$ cat src/div_pkg.sv
// shared widths, format codes and step counts for the radix-4 divider, imported by all RTL blocks
`default_nettype none

package div_pkg;

	// ==============================
	// datapath widths
	// ==============================

	// operands and results, int16/int32 are extended up to this width
	localparam int DATA_W = 64;

	// 3d needs two extra bits on top of d
	localparam int MUL3_W = DATA_W + 2;

	// ==============================
	// operand formats
	// ==============================

	localparam int FMT_W = 2;

	localparam logic [FMT_W-1:0] FMT_INT16 = 2'b00;
	localparam logic [FMT_W-1:0] FMT_INT32 = 2'b01;
	// code 11 decodes as int64 too
	localparam logic [FMT_W-1:0] FMT_INT64 = 2'b10;

	// ==============================
	// iteration
	// ==============================

	// two quotient bits per step
	localparam int ITER_N = DATA_W / 2;
	localparam int CNT_W  = $clog2(ITER_N);

endpackage

`default_nettype wire

$ cat src/div_iter_ctrl.sv
// step sequencer: accepts start, runs 32 radix-4 steps, holds remainder and quotient, flags finish
`timescale 1ns/1ps
`default_nettype none

module div_iter_ctrl (
	input  logic                       clk_i,
	input  logic                       rst_n_i,
	input  logic                       start_i,
	input  logic [div_pkg::DATA_W-1:0] dividend_abs_i,
	input  logic [1:0]                 quo_bits_i,
	input  logic [div_pkg::DATA_W-1:0] rem_next_i,
	output logic                       load_o,
	output logic                       busy_o,
	output logic                       finish_o,
	output logic [div_pkg::CNT_W-1:0]  step_idx_o,
	output logic [div_pkg::DATA_W-1:0] rem_o,
	output logic [1:0]                 dividend_pair_o,
	output logic [div_pkg::DATA_W-1:0] quo_raw_o
);
	import div_pkg::*;

	logic              busy_q;
	logic              finish_q;
	logic [CNT_W-1:0]  cnt_q;
	logic              step_en;
	logic              last_step;
	// partial remainder
	logic [DATA_W-1:0] rem_q;
	// quotient bits shift in at the bottom
	logic [DATA_W-1:0] quo_q;

	// ==============================
	// control
	// ==============================

	// a start while busy is dropped
	assign load_o = start_i & ~busy_q;

	// no step in the finish cycle
	assign step_en   = busy_q & ~finish_q;
	assign last_step = (cnt_q == CNT_W'(ITER_N - 1));

	always_ff @(posedge clk_i) begin
		if (!rst_n_i) begin
			busy_q   <= 1'b0;
			finish_q <= 1'b0;
			cnt_q    <= '0;
		end else begin
			if (load_o) begin
				busy_q <= 1'b1;
				cnt_q  <= '0;
			end else if (finish_q) begin
				busy_q <= 1'b0;
			end else if (step_en && !last_step) begin
				cnt_q <= cnt_q + 1'b1;
			end
			// counter parks at the top, finish follows the last step
			finish_q <= step_en & last_step;
		end
	end

	// ==============================
	// datapath
	// ==============================

	always_ff @(posedge clk_i) begin
		if (load_o) begin
			rem_q <= '0;
		end else if (step_en) begin
			rem_q <= rem_next_i;
			quo_q <= (quo_q << 2) | {{(DATA_W-2){1'b0}}, quo_bits_i};
		end
	end

	// dividend walked from the top, bits 63-2k and 62-2k
	assign dividend_pair_o = dividend_abs_i[{~cnt_q, 1'b1} -: 2];

	assign busy_o     = busy_q;
	assign finish_o   = finish_q;
	assign step_idx_o = cnt_q;
	assign rem_o      = rem_q;
	assign quo_raw_o  = quo_q;

	// ==============================
	// checks
	// ==============================

	// a run is exactly ITER_N steps, finish in the cycle right after
	a_cnt_top: assert property (@(posedge clk_i) disable iff (!rst_n_i)
		load_o |-> ##(ITER_N + 1) finish_o);

	a_finish_pulse: assert property (@(posedge clk_i) disable iff (!rst_n_i)
		finish_o |=> !finish_o);

	// load only from idle, and the run starts at step 0
	a_load_idle: assert property (@(posedge clk_i) disable iff (!rst_n_i)
		load_o |-> !busy_o ##1 (busy_o && step_idx_o == '0));

endmodule

`default_nettype wire

$ cat src/div_multiple_gen.sv
// divisor multiples 3d and the per-position force-zero flags, combinational from the held divisor
`timescale 1ns/1ps
`default_nettype none

module div_multiple_gen (
	input  logic [div_pkg::DATA_W-1:0] divisor_adj_i,
	input  logic                       divisor_sign_i,
	output logic [div_pkg::MUL3_W-1:0] divisor_x3_o,
	output logic [div_pkg::DATA_W-1:0] d_force_zero_o,
	output logic [div_pkg::DATA_W-1:0] d3_force_zero_o
);
	import div_pkg::*;

	logic [MUL3_W-1:0] d3;
	// divisor magnitude wider than the partial remainder
	logic [DATA_W-1:0] d_hi_flag;
	// negative power of two correction
	logic [DATA_W-1:0] d_lo_flag;
	logic [DATA_W-1:0] d3_hi_flag;
	logic [DATA_W-1:0] d3_lo_flag;

	// 3d = d + 2d, extended with the operand sign
	assign d3 = {divisor_sign_i, divisor_sign_i, divisor_adj_i}
		+ {divisor_sign_i, divisor_adj_i, 1'b0};
	assign divisor_x3_o = d3;

	// ==============================
	// d flags, all positions
	// ==============================

	// positive d: any one above j means d does not fit in j+1 bits
	// negative d: leading ones stop above j, bit 63 is known to be one
	// a negative power of two looks one position too wide, lo flag catches it
	for (genvar j = 0; j < DATA_W; j++) begin : g_d_flag
		localparam logic [DATA_W-1:0] LOW = {DATA_W{1'b1}} >> (DATA_W - 1 - j);

		assign d_hi_flag[j] = divisor_sign_i
			? ~&(divisor_adj_i[DATA_W-2:0] | LOW[DATA_W-2:0])
			: |(divisor_adj_i & ~LOW);
		assign d_lo_flag[j] = divisor_sign_i & ~|(divisor_adj_i & LOW);
		assign d_force_zero_o[j] = d_hi_flag[j] | d_lo_flag[j];
	end

	// ==============================
	// 3d flags, odd positions
	// ==============================

	for (genvar j = 0; j < DATA_W; j++) begin : g_d3_flag
		if (j % 2 == 1) begin : g_odd
			localparam logic [MUL3_W-1:0] LOW3 = {MUL3_W{1'b1}} >> (MUL3_W - 1 - j);

			// same rule as d, one extra sign bit to skip
			assign d3_hi_flag[j] = divisor_sign_i
				? ~&(d3[MUL3_W-2:0] | LOW3[MUL3_W-2:0])
				: |(d3 & ~LOW3);
			assign d3_lo_flag[j] = divisor_sign_i & ~|(d3 & LOW3);
		end else begin : g_even
			// 3d trial only exists on the second bit of a step
			assign d3_hi_flag[j] = 1'b0;
			assign d3_lo_flag[j] = 1'b0;
		end
		assign d3_force_zero_o[j] = d3_hi_flag[j] | d3_lo_flag[j];
	end

endmodule

`default_nettype wire

$ cat src/div_operand_prep.sv
// operand front end: format decode, sign extension and dividend magnitude, captured on load
`timescale 1ns/1ps
`default_nettype none

module div_operand_prep (
	input  logic                       clk_i,
	input  logic                       rst_n_i,
	input  logic                       load_i,
	input  logic [div_pkg::FMT_W-1:0]  op_format_i,
	input  logic                       op_sign_i,
	input  logic [div_pkg::DATA_W-1:0] dividend_i,
	input  logic [div_pkg::DATA_W-1:0] divisor_i,
	output logic [div_pkg::DATA_W-1:0] dividend_abs_o,
	output logic [div_pkg::DATA_W-1:0] dividend_adj_o,
	output logic [div_pkg::DATA_W-1:0] divisor_adj_o,
	output logic                       divisor_sign_o,
	output logic                       quo_sign_o,
	output logic                       rem_sign_o,
	output logic                       div_zero_o
);
	import div_pkg::*;

	// bits that belong to the format
	logic [DATA_W-1:0] keep_mask;
	// single bit at the format's msb
	logic [DATA_W-1:0] top_mask;
	logic              dividend_sign;
	logic              divisor_sign;
	logic [DATA_W-1:0] dividend_adj;
	logic [DATA_W-1:0] divisor_adj;
	logic [DATA_W-1:0] dividend_abs;

	// format decode
	always_comb begin
		case (op_format_i)
			FMT_INT16: keep_mask = {{(DATA_W-16){1'b0}}, {16{1'b1}}};
			FMT_INT32: keep_mask = {{(DATA_W-32){1'b0}}, {32{1'b1}}};
			FMT_INT64: keep_mask = '1;
			// code 11 behaves as int64
			default:   keep_mask = '1;
		endcase
	end

	assign top_mask = keep_mask & ~(keep_mask >> 1);

	// sign only exists in signed mode
	assign dividend_sign = op_sign_i & |(dividend_i & top_mask);
	assign divisor_sign  = op_sign_i & |(divisor_i & top_mask);

	// sign or zero extension above the format, upper garbage dropped
	assign dividend_adj = (dividend_i & keep_mask) | ({DATA_W{dividend_sign}} & ~keep_mask);
	assign divisor_adj  = (divisor_i & keep_mask) | ({DATA_W{divisor_sign}} & ~keep_mask);

	// divider core works on |dividend|, divisor stays signed
	assign dividend_abs = dividend_sign ? -dividend_adj : dividend_adj;

	// flags
	always_ff @(posedge clk_i) begin
		if (!rst_n_i) begin
			divisor_sign_o <= 1'b0;
			quo_sign_o     <= 1'b0;
			rem_sign_o     <= 1'b0;
			div_zero_o     <= 1'b0;
		end else if (load_i) begin
			divisor_sign_o <= divisor_sign;
			quo_sign_o     <= dividend_sign ^ divisor_sign;
			// remainder follows the dividend
			rem_sign_o     <= dividend_sign;
			div_zero_o     <= (divisor_adj == '0);
		end
	end

	// operand words
	always_ff @(posedge clk_i) begin
		if (load_i) begin
			dividend_abs_o <= dividend_abs;
			dividend_adj_o <= dividend_adj;
			divisor_adj_o  <= divisor_adj;
		end
	end

endmodule

`default_nettype wire

$ cat src/div_radix4_step.sv
// one radix-4 restoring step: two quotient bits, second bit speculated on both values of the first
`timescale 1ns/1ps
`default_nettype none

module div_radix4_step (
	input  logic [div_pkg::CNT_W-1:0]  step_idx_i,
	input  logic [div_pkg::DATA_W-1:0] rem_i,
	input  logic [1:0]                 dividend_pair_i,
	input  logic [div_pkg::DATA_W-1:0] divisor_adj_i,
	input  logic [div_pkg::MUL3_W-1:0] divisor_x3_i,
	input  logic                       divisor_sign_i,
	input  logic [div_pkg::DATA_W-1:0] d_force_zero_i,
	input  logic [div_pkg::DATA_W-1:0] d3_force_zero_i,
	output logic [1:0]                 quo_bits_o,
	output logic [div_pkg::DATA_W-1:0] rem_o
);
	import div_pkg::*;

	// stage positions 2k and 2k+1
	logic [CNT_W:0]    pos_even;
	logic [CNT_W:0]    pos_odd;
	// live width of the partial remainder per stage
	logic [DATA_W-1:0] mask_even;
	logic [DATA_W-1:0] mask_odd;
	// positive d is subtracted as ~d + 1, negative d is added
	logic              cin;
	logic [DATA_W-1:0] inv_d;
	logic [MUL3_W-1:0] inv_d3;
	logic [DATA_W-1:0] a_even;
	logic [DATA_W-1:0] a_odd;
	logic [DATA_W:0]   sum_even;
	logic [DATA_W-1:0] sum_even_lo;
	logic [DATA_W:0]   sum_q0;
	logic [MUL3_W-1:0] sum_q1;
	logic              q_even;
	logic              q_odd_0;
	logic              q_odd_1;
	logic [DATA_W-1:0] rem_q0;
	logic [DATA_W-1:0] rem_q1;

	assign pos_even = {step_idx_i, 1'b0};
	assign pos_odd  = {step_idx_i, 1'b1};

	// ~pos is 63-pos, so the masks hold pos+1 ones
	assign mask_even = {DATA_W{1'b1}} >> ~pos_even;
	assign mask_odd  = {DATA_W{1'b1}} >> ~pos_odd;

	assign cin    = ~divisor_sign_i;
	assign inv_d  = {DATA_W{cin}} ^ divisor_adj_i;
	assign inv_d3 = {MUL3_W{cin}} ^ divisor_x3_i;

	// shift in the next dividend bits
	assign a_even = (rem_i << 1) | {{(DATA_W-1){1'b0}}, dividend_pair_i[1]};
	assign a_odd  = (rem_i << 2) | {{(DATA_W-2){1'b0}}, dividend_pair_i};

	// ==============================
	// first bit, trial with d
	// ==============================

	assign sum_even = {1'b0, a_even} + {1'b0, inv_d & mask_even} + {{DATA_W{1'b0}}, cin};
	// operands are zero above the mask, so only the carry can land there
	assign q_even = |(sum_even & ~{1'b0, mask_even}) & ~d_force_zero_i[pos_even];
	assign sum_even_lo = sum_even[DATA_W-1:0] & mask_even;

	// ==============================
	// second bit, both guesses
	// ==============================

	// first bit 0: remainder unchanged, subtract d once
	assign sum_q0 = {1'b0, a_odd} + {1'b0, inv_d & mask_odd} + {{DATA_W{1'b0}}, cin};
	assign q_odd_0 = |(sum_q0 & ~{1'b0, mask_odd}) & ~d_force_zero_i[pos_odd];
	assign rem_q0  = q_odd_0 ? (sum_q0[DATA_W-1:0] & mask_odd) : a_odd;

	// first bit 1: 4r + bits - 2d - d
	assign sum_q1 = MUL3_W'(a_odd) + (inv_d3 & MUL3_W'(mask_odd)) + MUL3_W'(cin);
	assign q_odd_1 = |(sum_q1 & ~MUL3_W'(mask_odd)) & ~d3_force_zero_i[pos_odd];
	// restore to the first stage's difference, not to a_odd
	assign rem_q1 = q_odd_1 ? (sum_q1[DATA_W-1:0] & mask_odd)
		: (sum_even_lo << 1) | {{(DATA_W-1){1'b0}}, dividend_pair_i[0]};

	// late select on the first bit
	assign quo_bits_o = {q_even, q_even ? q_odd_1 : q_odd_0};
	assign rem_o      = q_even ? rem_q1 : rem_q0;

endmodule

`default_nettype wire

$ cat src/div_result_fix.sv
// result stage: sign correction, divide-by-zero override, output register and done pulse
`timescale 1ns/1ps
`default_nettype none

module div_result_fix (
	input  logic                       clk_i,
	input  logic                       rst_n_i,
	input  logic                       finish_i,
	input  logic [div_pkg::DATA_W-1:0] quo_raw_i,
	input  logic [div_pkg::DATA_W-1:0] rem_raw_i,
	input  logic                       quo_sign_i,
	input  logic                       rem_sign_i,
	input  logic                       div_zero_i,
	input  logic [div_pkg::DATA_W-1:0] dividend_adj_i,
	output logic                       done_o,
	output logic [div_pkg::DATA_W-1:0] quotient_o,
	output logic [div_pkg::DATA_W-1:0] remainder_o,
	output logic                       div_zero_o
);
	import div_pkg::*;

	logic [DATA_W-1:0] quo_fix;
	logic [DATA_W-1:0] rem_fix;

	// magnitudes back to two's complement, x/0 gives all ones and x
	assign quo_fix = div_zero_i ? '1 : (quo_sign_i ? -quo_raw_i : quo_raw_i);
	assign rem_fix = div_zero_i ? dividend_adj_i : (rem_sign_i ? -rem_raw_i : rem_raw_i);

	always_ff @(posedge clk_i) begin
		if (!rst_n_i) begin
			done_o      <= 1'b0;
			quotient_o  <= '0;
			remainder_o <= '0;
			div_zero_o  <= 1'b0;
		end else begin
			done_o <= finish_i;
			// held until the next division completes
			if (finish_i) begin
				quotient_o  <= quo_fix;
				remainder_o <= rem_fix;
				div_zero_o  <= div_zero_i;
			end
		end
	end

	// one done per division
	a_done_pulse: assert property (@(posedge clk_i) disable iff (!rst_n_i)
		done_o |=> !done_o);

endmodule

`default_nettype wire

$ cat src/div_top.sv
// multicycle radix-4 divider top, 16/32/64-bit signed or unsigned, start to done in 33 cycles
`timescale 1ns/1ps
`default_nettype none

module div_top (
	input  logic                       clk_i,
	input  logic                       rst_n_i,
	input  logic                       start_i,
	input  logic [div_pkg::FMT_W-1:0]  op_format_i,
	input  logic                       op_sign_i,
	input  logic [div_pkg::DATA_W-1:0] dividend_i,
	input  logic [div_pkg::DATA_W-1:0] divisor_i,
	output logic                       busy_o,
	output logic                       done_o,
	output logic [div_pkg::DATA_W-1:0] quotient_o,
	output logic [div_pkg::DATA_W-1:0] remainder_o,
	output logic                       div_zero_o
);
	import div_pkg::*;

	// operand stage
	logic              load;
	logic [DATA_W-1:0] dividend_abs;
	logic [DATA_W-1:0] dividend_adj;
	logic [DATA_W-1:0] divisor_adj;
	logic              divisor_sign;
	logic              quo_sign;
	logic              rem_sign;
	logic              div_zero;
	// multiples and flags
	logic [MUL3_W-1:0] divisor_x3;
	logic [DATA_W-1:0] d_force_zero;
	logic [DATA_W-1:0] d3_force_zero;
	// step loop
	logic [CNT_W-1:0]  step_idx;
	logic [DATA_W-1:0] rem_cur;
	logic [DATA_W-1:0] rem_next;
	logic [1:0]        dividend_pair;
	logic [1:0]        quo_bits;
	logic              finish;
	logic [DATA_W-1:0] quo_raw;

	div_operand_prep u_prep (
		.clk_i          (clk_i),
		.rst_n_i        (rst_n_i),
		.load_i         (load),
		.op_format_i    (op_format_i),
		.op_sign_i      (op_sign_i),
		.dividend_i     (dividend_i),
		.divisor_i      (divisor_i),
		.dividend_abs_o (dividend_abs),
		.dividend_adj_o (dividend_adj),
		.divisor_adj_o  (divisor_adj),
		.divisor_sign_o (divisor_sign),
		.quo_sign_o     (quo_sign),
		.rem_sign_o     (rem_sign),
		.div_zero_o     (div_zero)
	);

	div_multiple_gen u_mult (
		.divisor_adj_i   (divisor_adj),
		.divisor_sign_i  (divisor_sign),
		.divisor_x3_o    (divisor_x3),
		.d_force_zero_o  (d_force_zero),
		.d3_force_zero_o (d3_force_zero)
	);

	div_radix4_step u_step (
		.step_idx_i      (step_idx),
		.rem_i           (rem_cur),
		.dividend_pair_i (dividend_pair),
		.divisor_adj_i   (divisor_adj),
		.divisor_x3_i    (divisor_x3),
		.divisor_sign_i  (divisor_sign),
		.d_force_zero_i  (d_force_zero),
		.d3_force_zero_i (d3_force_zero),
		.quo_bits_o      (quo_bits),
		.rem_o           (rem_next)
	);

	div_iter_ctrl u_ctrl (
		.clk_i           (clk_i),
		.rst_n_i         (rst_n_i),
		.start_i         (start_i),
		.dividend_abs_i  (dividend_abs),
		.quo_bits_i      (quo_bits),
		.rem_next_i      (rem_next),
		.load_o          (load),
		.busy_o          (busy_o),
		.finish_o        (finish),
		.step_idx_o      (step_idx),
		.rem_o           (rem_cur),
		.dividend_pair_o (dividend_pair),
		.quo_raw_o       (quo_raw)
	);

	div_result_fix u_fix (
		.clk_i          (clk_i),
		.rst_n_i        (rst_n_i),
		.finish_i       (finish),
		.quo_raw_i      (quo_raw),
		.rem_raw_i      (rem_cur),
		.quo_sign_i     (quo_sign),
		.rem_sign_i     (rem_sign),
		.div_zero_i     (div_zero),
		.dividend_adj_i (dividend_adj),
		.done_o         (done_o),
		.quotient_o     (quotient_o),
		.remainder_o    (remainder_o),
		.div_zero_o     (div_zero_o)
	);

endmodule

`default_nettype wire

$ cat config.mk
export PLATFORM = sky130hd
export DESIGN_NAME = div_top
export DESIGN_NICKNAME = d
export VERILOG_FILES = /design/src/div_pkg.sv /design/src/div_iter_ctrl.sv /design/src/div_multiple_gen.sv /design/src/div_operand_prep.sv /design/src/div_radix4_step.sv /design/src/div_result_fix.sv /design/src/div_top.sv
export SDC_FILE = /design/constraint.sdc
export NUM_CORES = 2
export LEC_CHECK = 0
export CORE_MARGIN = 2
export CORE_UTILIZATION = 45
export DETAILED_ROUTE_END_ITERATION = 6
export DONT_BUFFER_PORTS = 1
export RECOVER_POWER = 25
export SLEW_MARGIN = 20
export SYNTH_ARGS = -nofsm -noshare
export SYNTH_HDL_FRONTEND = slang
export SYNTH_SLANG_ARGS = --single-unit
$ cat constraint.sdc
create_clock -name clk_i -period 18.6 [get_ports clk_i]
set_input_delay 2.79 -clock clk_i [delete_from_list [all_inputs] [get_ports clk_i]]
set_output_delay 2.79 -clock clk_i [all_outputs]
set_load 0.1 [all_outputs]
==> impl_metrics.py <==
metrics = {
    "status": {
        "status": "finished, violations left",
        "failed_checks": "design-rule violations, max-capacitance violations, max-slew violations",
    },
    "sta": {
        "skew_ps": 36.4,
        "slew_headroom_pct": -192,
        "final_max_slew_viol_count": 359,
        "worst_slew_pin_slew_ps": 4380,
        "fin_crit_ps": 11170,
        "max_freq_ghz": 0.0895,
        "finalSetupTns_ps": 0,
        "rsz0062_at_grt": "false",
        "final_hold_viol_count": 0,
        "period_share_pct": 60.1,
        "setup_viol": 0,
    },
    "setup_path": {
        "rr_endpoint": "u_ctrl.rem_o[45]$_SDFFE_PP0P_",
        "critPathTopFamily": "simple AND/OR/NAND/NOR gates",
        "critPathLaunchType": "flop",
        "critical_path_buf_inv_count": 6,
        "max_stage_delay_ps": 890,
        "endpoint_kind": "flop",
        "startpoint": "u_ctrl.step_idx_o[0]$_SDFFE_PP0P_",
        "critPathKind": "reg2reg",
        "cp.required_ps": 19120,
        "worstSetupEndpoint": "u_ctrl.rem_o[45]$_SDFFE_PP0P_",
        "crit_arrival_ps": 11690,
        "reg2reg_depth": 28,
        "rrSetupSlack_ps": 7430,
        "r2r_start": "u_ctrl.step_idx_o[0]$_SDFFE_PP0P_",
        "cp.depth": 28,
        "slowest_stage": "a2111oi_0",
        "crit_top_cell": "buf_4",
        "worstPathMaxFanout": 53,
    },
    "yosys": {
        "syn_inst": 6667,
        "async_flop_share_pct": 0,
        "yosysMostFrequentCell": "nand2_1",
        "yosys-top-cells-count": "nand2_1, a21oi_1, nor2_1",
        "synth_cell_types": 108,
        "avgSynthCellArea_um2": 7.56,
        "synth_top_area_share_pct": 15.2,
        "synth_largest_area_cell": "edfxtp_1",
        "ys_warn_count": 0,
        "synth_edf_count": 255,
        "synth_area_leaders": "edfxtp_1, dfxtp_1, ha_1",
        "syn-cell-area_um2": 50400,
        "ys_seq_elements": 460,
        "ys_seq_area_share_pct": 23.3,
        "synth_nets": 7131,
        "synth_ff_type": "edfxtp_1",
    },
    "clocking": {
        "cts_hold_buf": 0,
        "htreeDepth": 2,
        "numCtsBuffers": 55,
        "clk_latency_ps": 680,
        "tritoncts": "yes",
        "post_cts_buffers": 0,
        "numClockSinks": 460,
        "clockBufferDepth": 3,
        "path_clk_slew_ps": 60,
        "root_buffer": "clkbuf_16",
        "cts-resized-gates": 0,
    },
    "route": {
        "dr_total_vias": 55100,
        "vias_per_cell": 6.88,
        "wl_per_cell_um": 32.3,
        "drc": 2,
        "drt_wl_total_um": 259000,
        "drtAntennaViolNets": 0,
        "drt-pass1-iter-count": 7,
        "drtIter0Drc": 7530,
    },
    "global_routing": {
        "grt_pass1_wl_um": 363000,
        "overflow": 0,
        "antenna_found_initial": 8,
        "grt_pass1_vias": 50100,
        "grt_usage_pct": 42.9,
        "grt_start_max_net_pins": 139,
    },
    "cells_and_area": {
        "fill_cells": 11100,
        "final_area_um2": 53900,
        "final_layout_size_suffix_gt1_share_pct": 5.42,
        "nets": 6929,
        "area_delta_synth_final_pct": 6.84,
    },
    "placement": {
        "post_dp_cell_area_um2": 51900,
        "port_buffers": 0,
        "post-dp-hpwl_um": 208000,
        "place_congestion": 1.18,
    },
    "floorplanning": {
        "fp.coreArea_um2": 111000,
        "die_y_um": 339,
        "dieArea_um2": 115000,
        "rows": 122,
        "start_util_pct": 45.5,
        "io_pins": 265,
        "die_x_um": 339,
    },
    "min_path": {
        "hold_class": "reg2reg",
        "min_path_cells": 0,
    },
    "job": {
        "drv_cap": 6,
    },
    "pwr": {
        "vdd_drop_max_mv": 0.0782,
        "p_leak_nw": 21.0,
        "p_per_area_nw_per_um2": 69.9,
    },
}
worst register-to-register path, delay by kind of cell (launching register included):
| family | cells | cell delay, ps |
|---|---|---|
| AND/OR/NAND/NOR | 12 | 3930 |
| AO/OA/AOI/OAI | 8 | 3280 |
| buffers and inverters | 6 | 2150 |
| flip-flops | 1 | 750 |
| adder cells (fa/ha/maj) | 2 | 900 |
through the flow:
stage / hold slack (ps) / instances / total power [W] / util (%) / worst slack, ps
after floorplan: 426 / 6667 / 0.00203 / - / 9460
after global placement: 478 / 7894 / 0.00253 / 46.8 / 8050
after detailed placement: 481 / 7894 / 0.00252 / 46.8 / 7940
after CTS: 496 / 7997 / 0.00370 / 48.6 / 7860
after global routing: 487 / 8003 / 0.00387 / 48.6 / 6990
final: 495 / 8005 / 0.00376 / 48.6 / 7430
cells by family after synthesis:
logic type / count (synthesis) / synth area share [%]
XOR/XNOR: 511 / 8.88
buffers and inverters: 610 / 4.63
AO/OA/AOI/OAI: 2204 / 27.9
flip-flops: 460 / 23.3
multiplexers: 188 / 4.01
AND/OR/NAND/NOR: 2364 / 22.9
adder cells (fa/ha/maj): 330 / 8.25
power breakdown:
group,switching (W),total [W],internal [W],leakage [nW]
combinational,0.000943,0.00135,0.000407,15.9
sequential,0.0000840,0.00123,0.00115,4.12
clock,0.000499,0.00118,0.000680,0.955
total,0.00153,0.00376,0.00224,21.0
flip-flops by register name (all words and copies together) (netlist names), 5 cells and up:
register	flops
u_prep.dividend_abs_o	63
u_prep.dividend_adj_o	64
u_ctrl.quo_raw_o	64
u_prep.divisor_adj_o	64
u_fix.remainder_o	64
u_ctrl.step_idx_o	5
u_ctrl.rem_o	64
u_fix.quotient_o	64
worst min-delay path by stage:
stage,from,to,slack [ps]
floorplan,u_ctrl.quo_raw_o[0]$_DFFE_PP_,u_ctrl.quo_raw_o[2]$_DFFE_PP_,430
global placement,u_ctrl.quo_raw_o[19]$_DFFE_PP_,u_ctrl.quo_raw_o[21]$_DFFE_PP_,480
detailed placement,u_ctrl.quo_raw_o[5]$_DFFE_PP_,u_ctrl.quo_raw_o[7]$_DFFE_PP_,480
CTS,u_ctrl.quo_raw_o[5]$_DFFE_PP_,u_ctrl.quo_raw_o[7]$_DFFE_PP_,500
global route,u_ctrl.quo_raw_o[0]$_DFFE_PP_,u_ctrl.quo_raw_o[2]$_DFFE_PP_,490
finish,u_ctrl.quo_raw_o[5]$_DFFE_PP_,u_ctrl.quo_raw_o[7]$_DFFE_PP_,500
per-layer routing:
metal / vias up / routed length (um) / track usage [%]
met4: 4 / 17700 / 24.4
li1: 24400 / - / -
met2: 3654 / 105000 / 61.3
met5: - / 32 / 0
met3: 563 / 33800 / 13.4
met1: 26400 / 102000 / 56.8
cell usage in the layout (no fill, tap or decap), drive strengths merged, types with 24 or more instances in the layout:
| cell | n |
|---|---|
| o41ai | 30 |
| nand2b | 47 |
| xor2 | 286 |
| a311oi | 27 |
| clkbuf | 80 |
| a211oi | 55 |
| nand4 | 163 |
| o21a | 75 |
| xnor2 | 225 |
| nor2 | 569 |
| a221o | 32 |
| and4 | 41 |
| a21o | 186 |
| o22ai | 24 |
| nand3 | 155 |
| or4 | 38 |
| and2 | 61 |
| a22oi | 24 |
| nor4 | 80 |
| o211ai | 57 |
| and3 | 62 |
| buf | 136 |
| dfxtp | 205 |
| nor2b | 102 |
| nor3 | 159 |
| inv | 206 |
| mux2i | 165 |
| ha | 326 |
| a31oi | 97 |
| or2 | 32 |
| or3 | 70 |
| o21bai | 55 |
| o21ai | 581 |
| nand2 | 706 |
| a21boi | 25 |
| a21oi | 595 |
| edfxtp | 255 |
| o31ai | 89 |
final cells by class:
class	count	area, um^2	share of cell area, %
timing repair buffer	145	1080	2.00
clock buffer	71	1560	2.90
sequential	460	11800	21.9
inverter	206	782	1.45
tap	1488	1860	3.46
multi-input combinational	5597	36400	67.6
antenna	6	15.0	0.0279
clock inverter	32	389	0.723
Note: power is estimated with default switching activity, not from simulation.
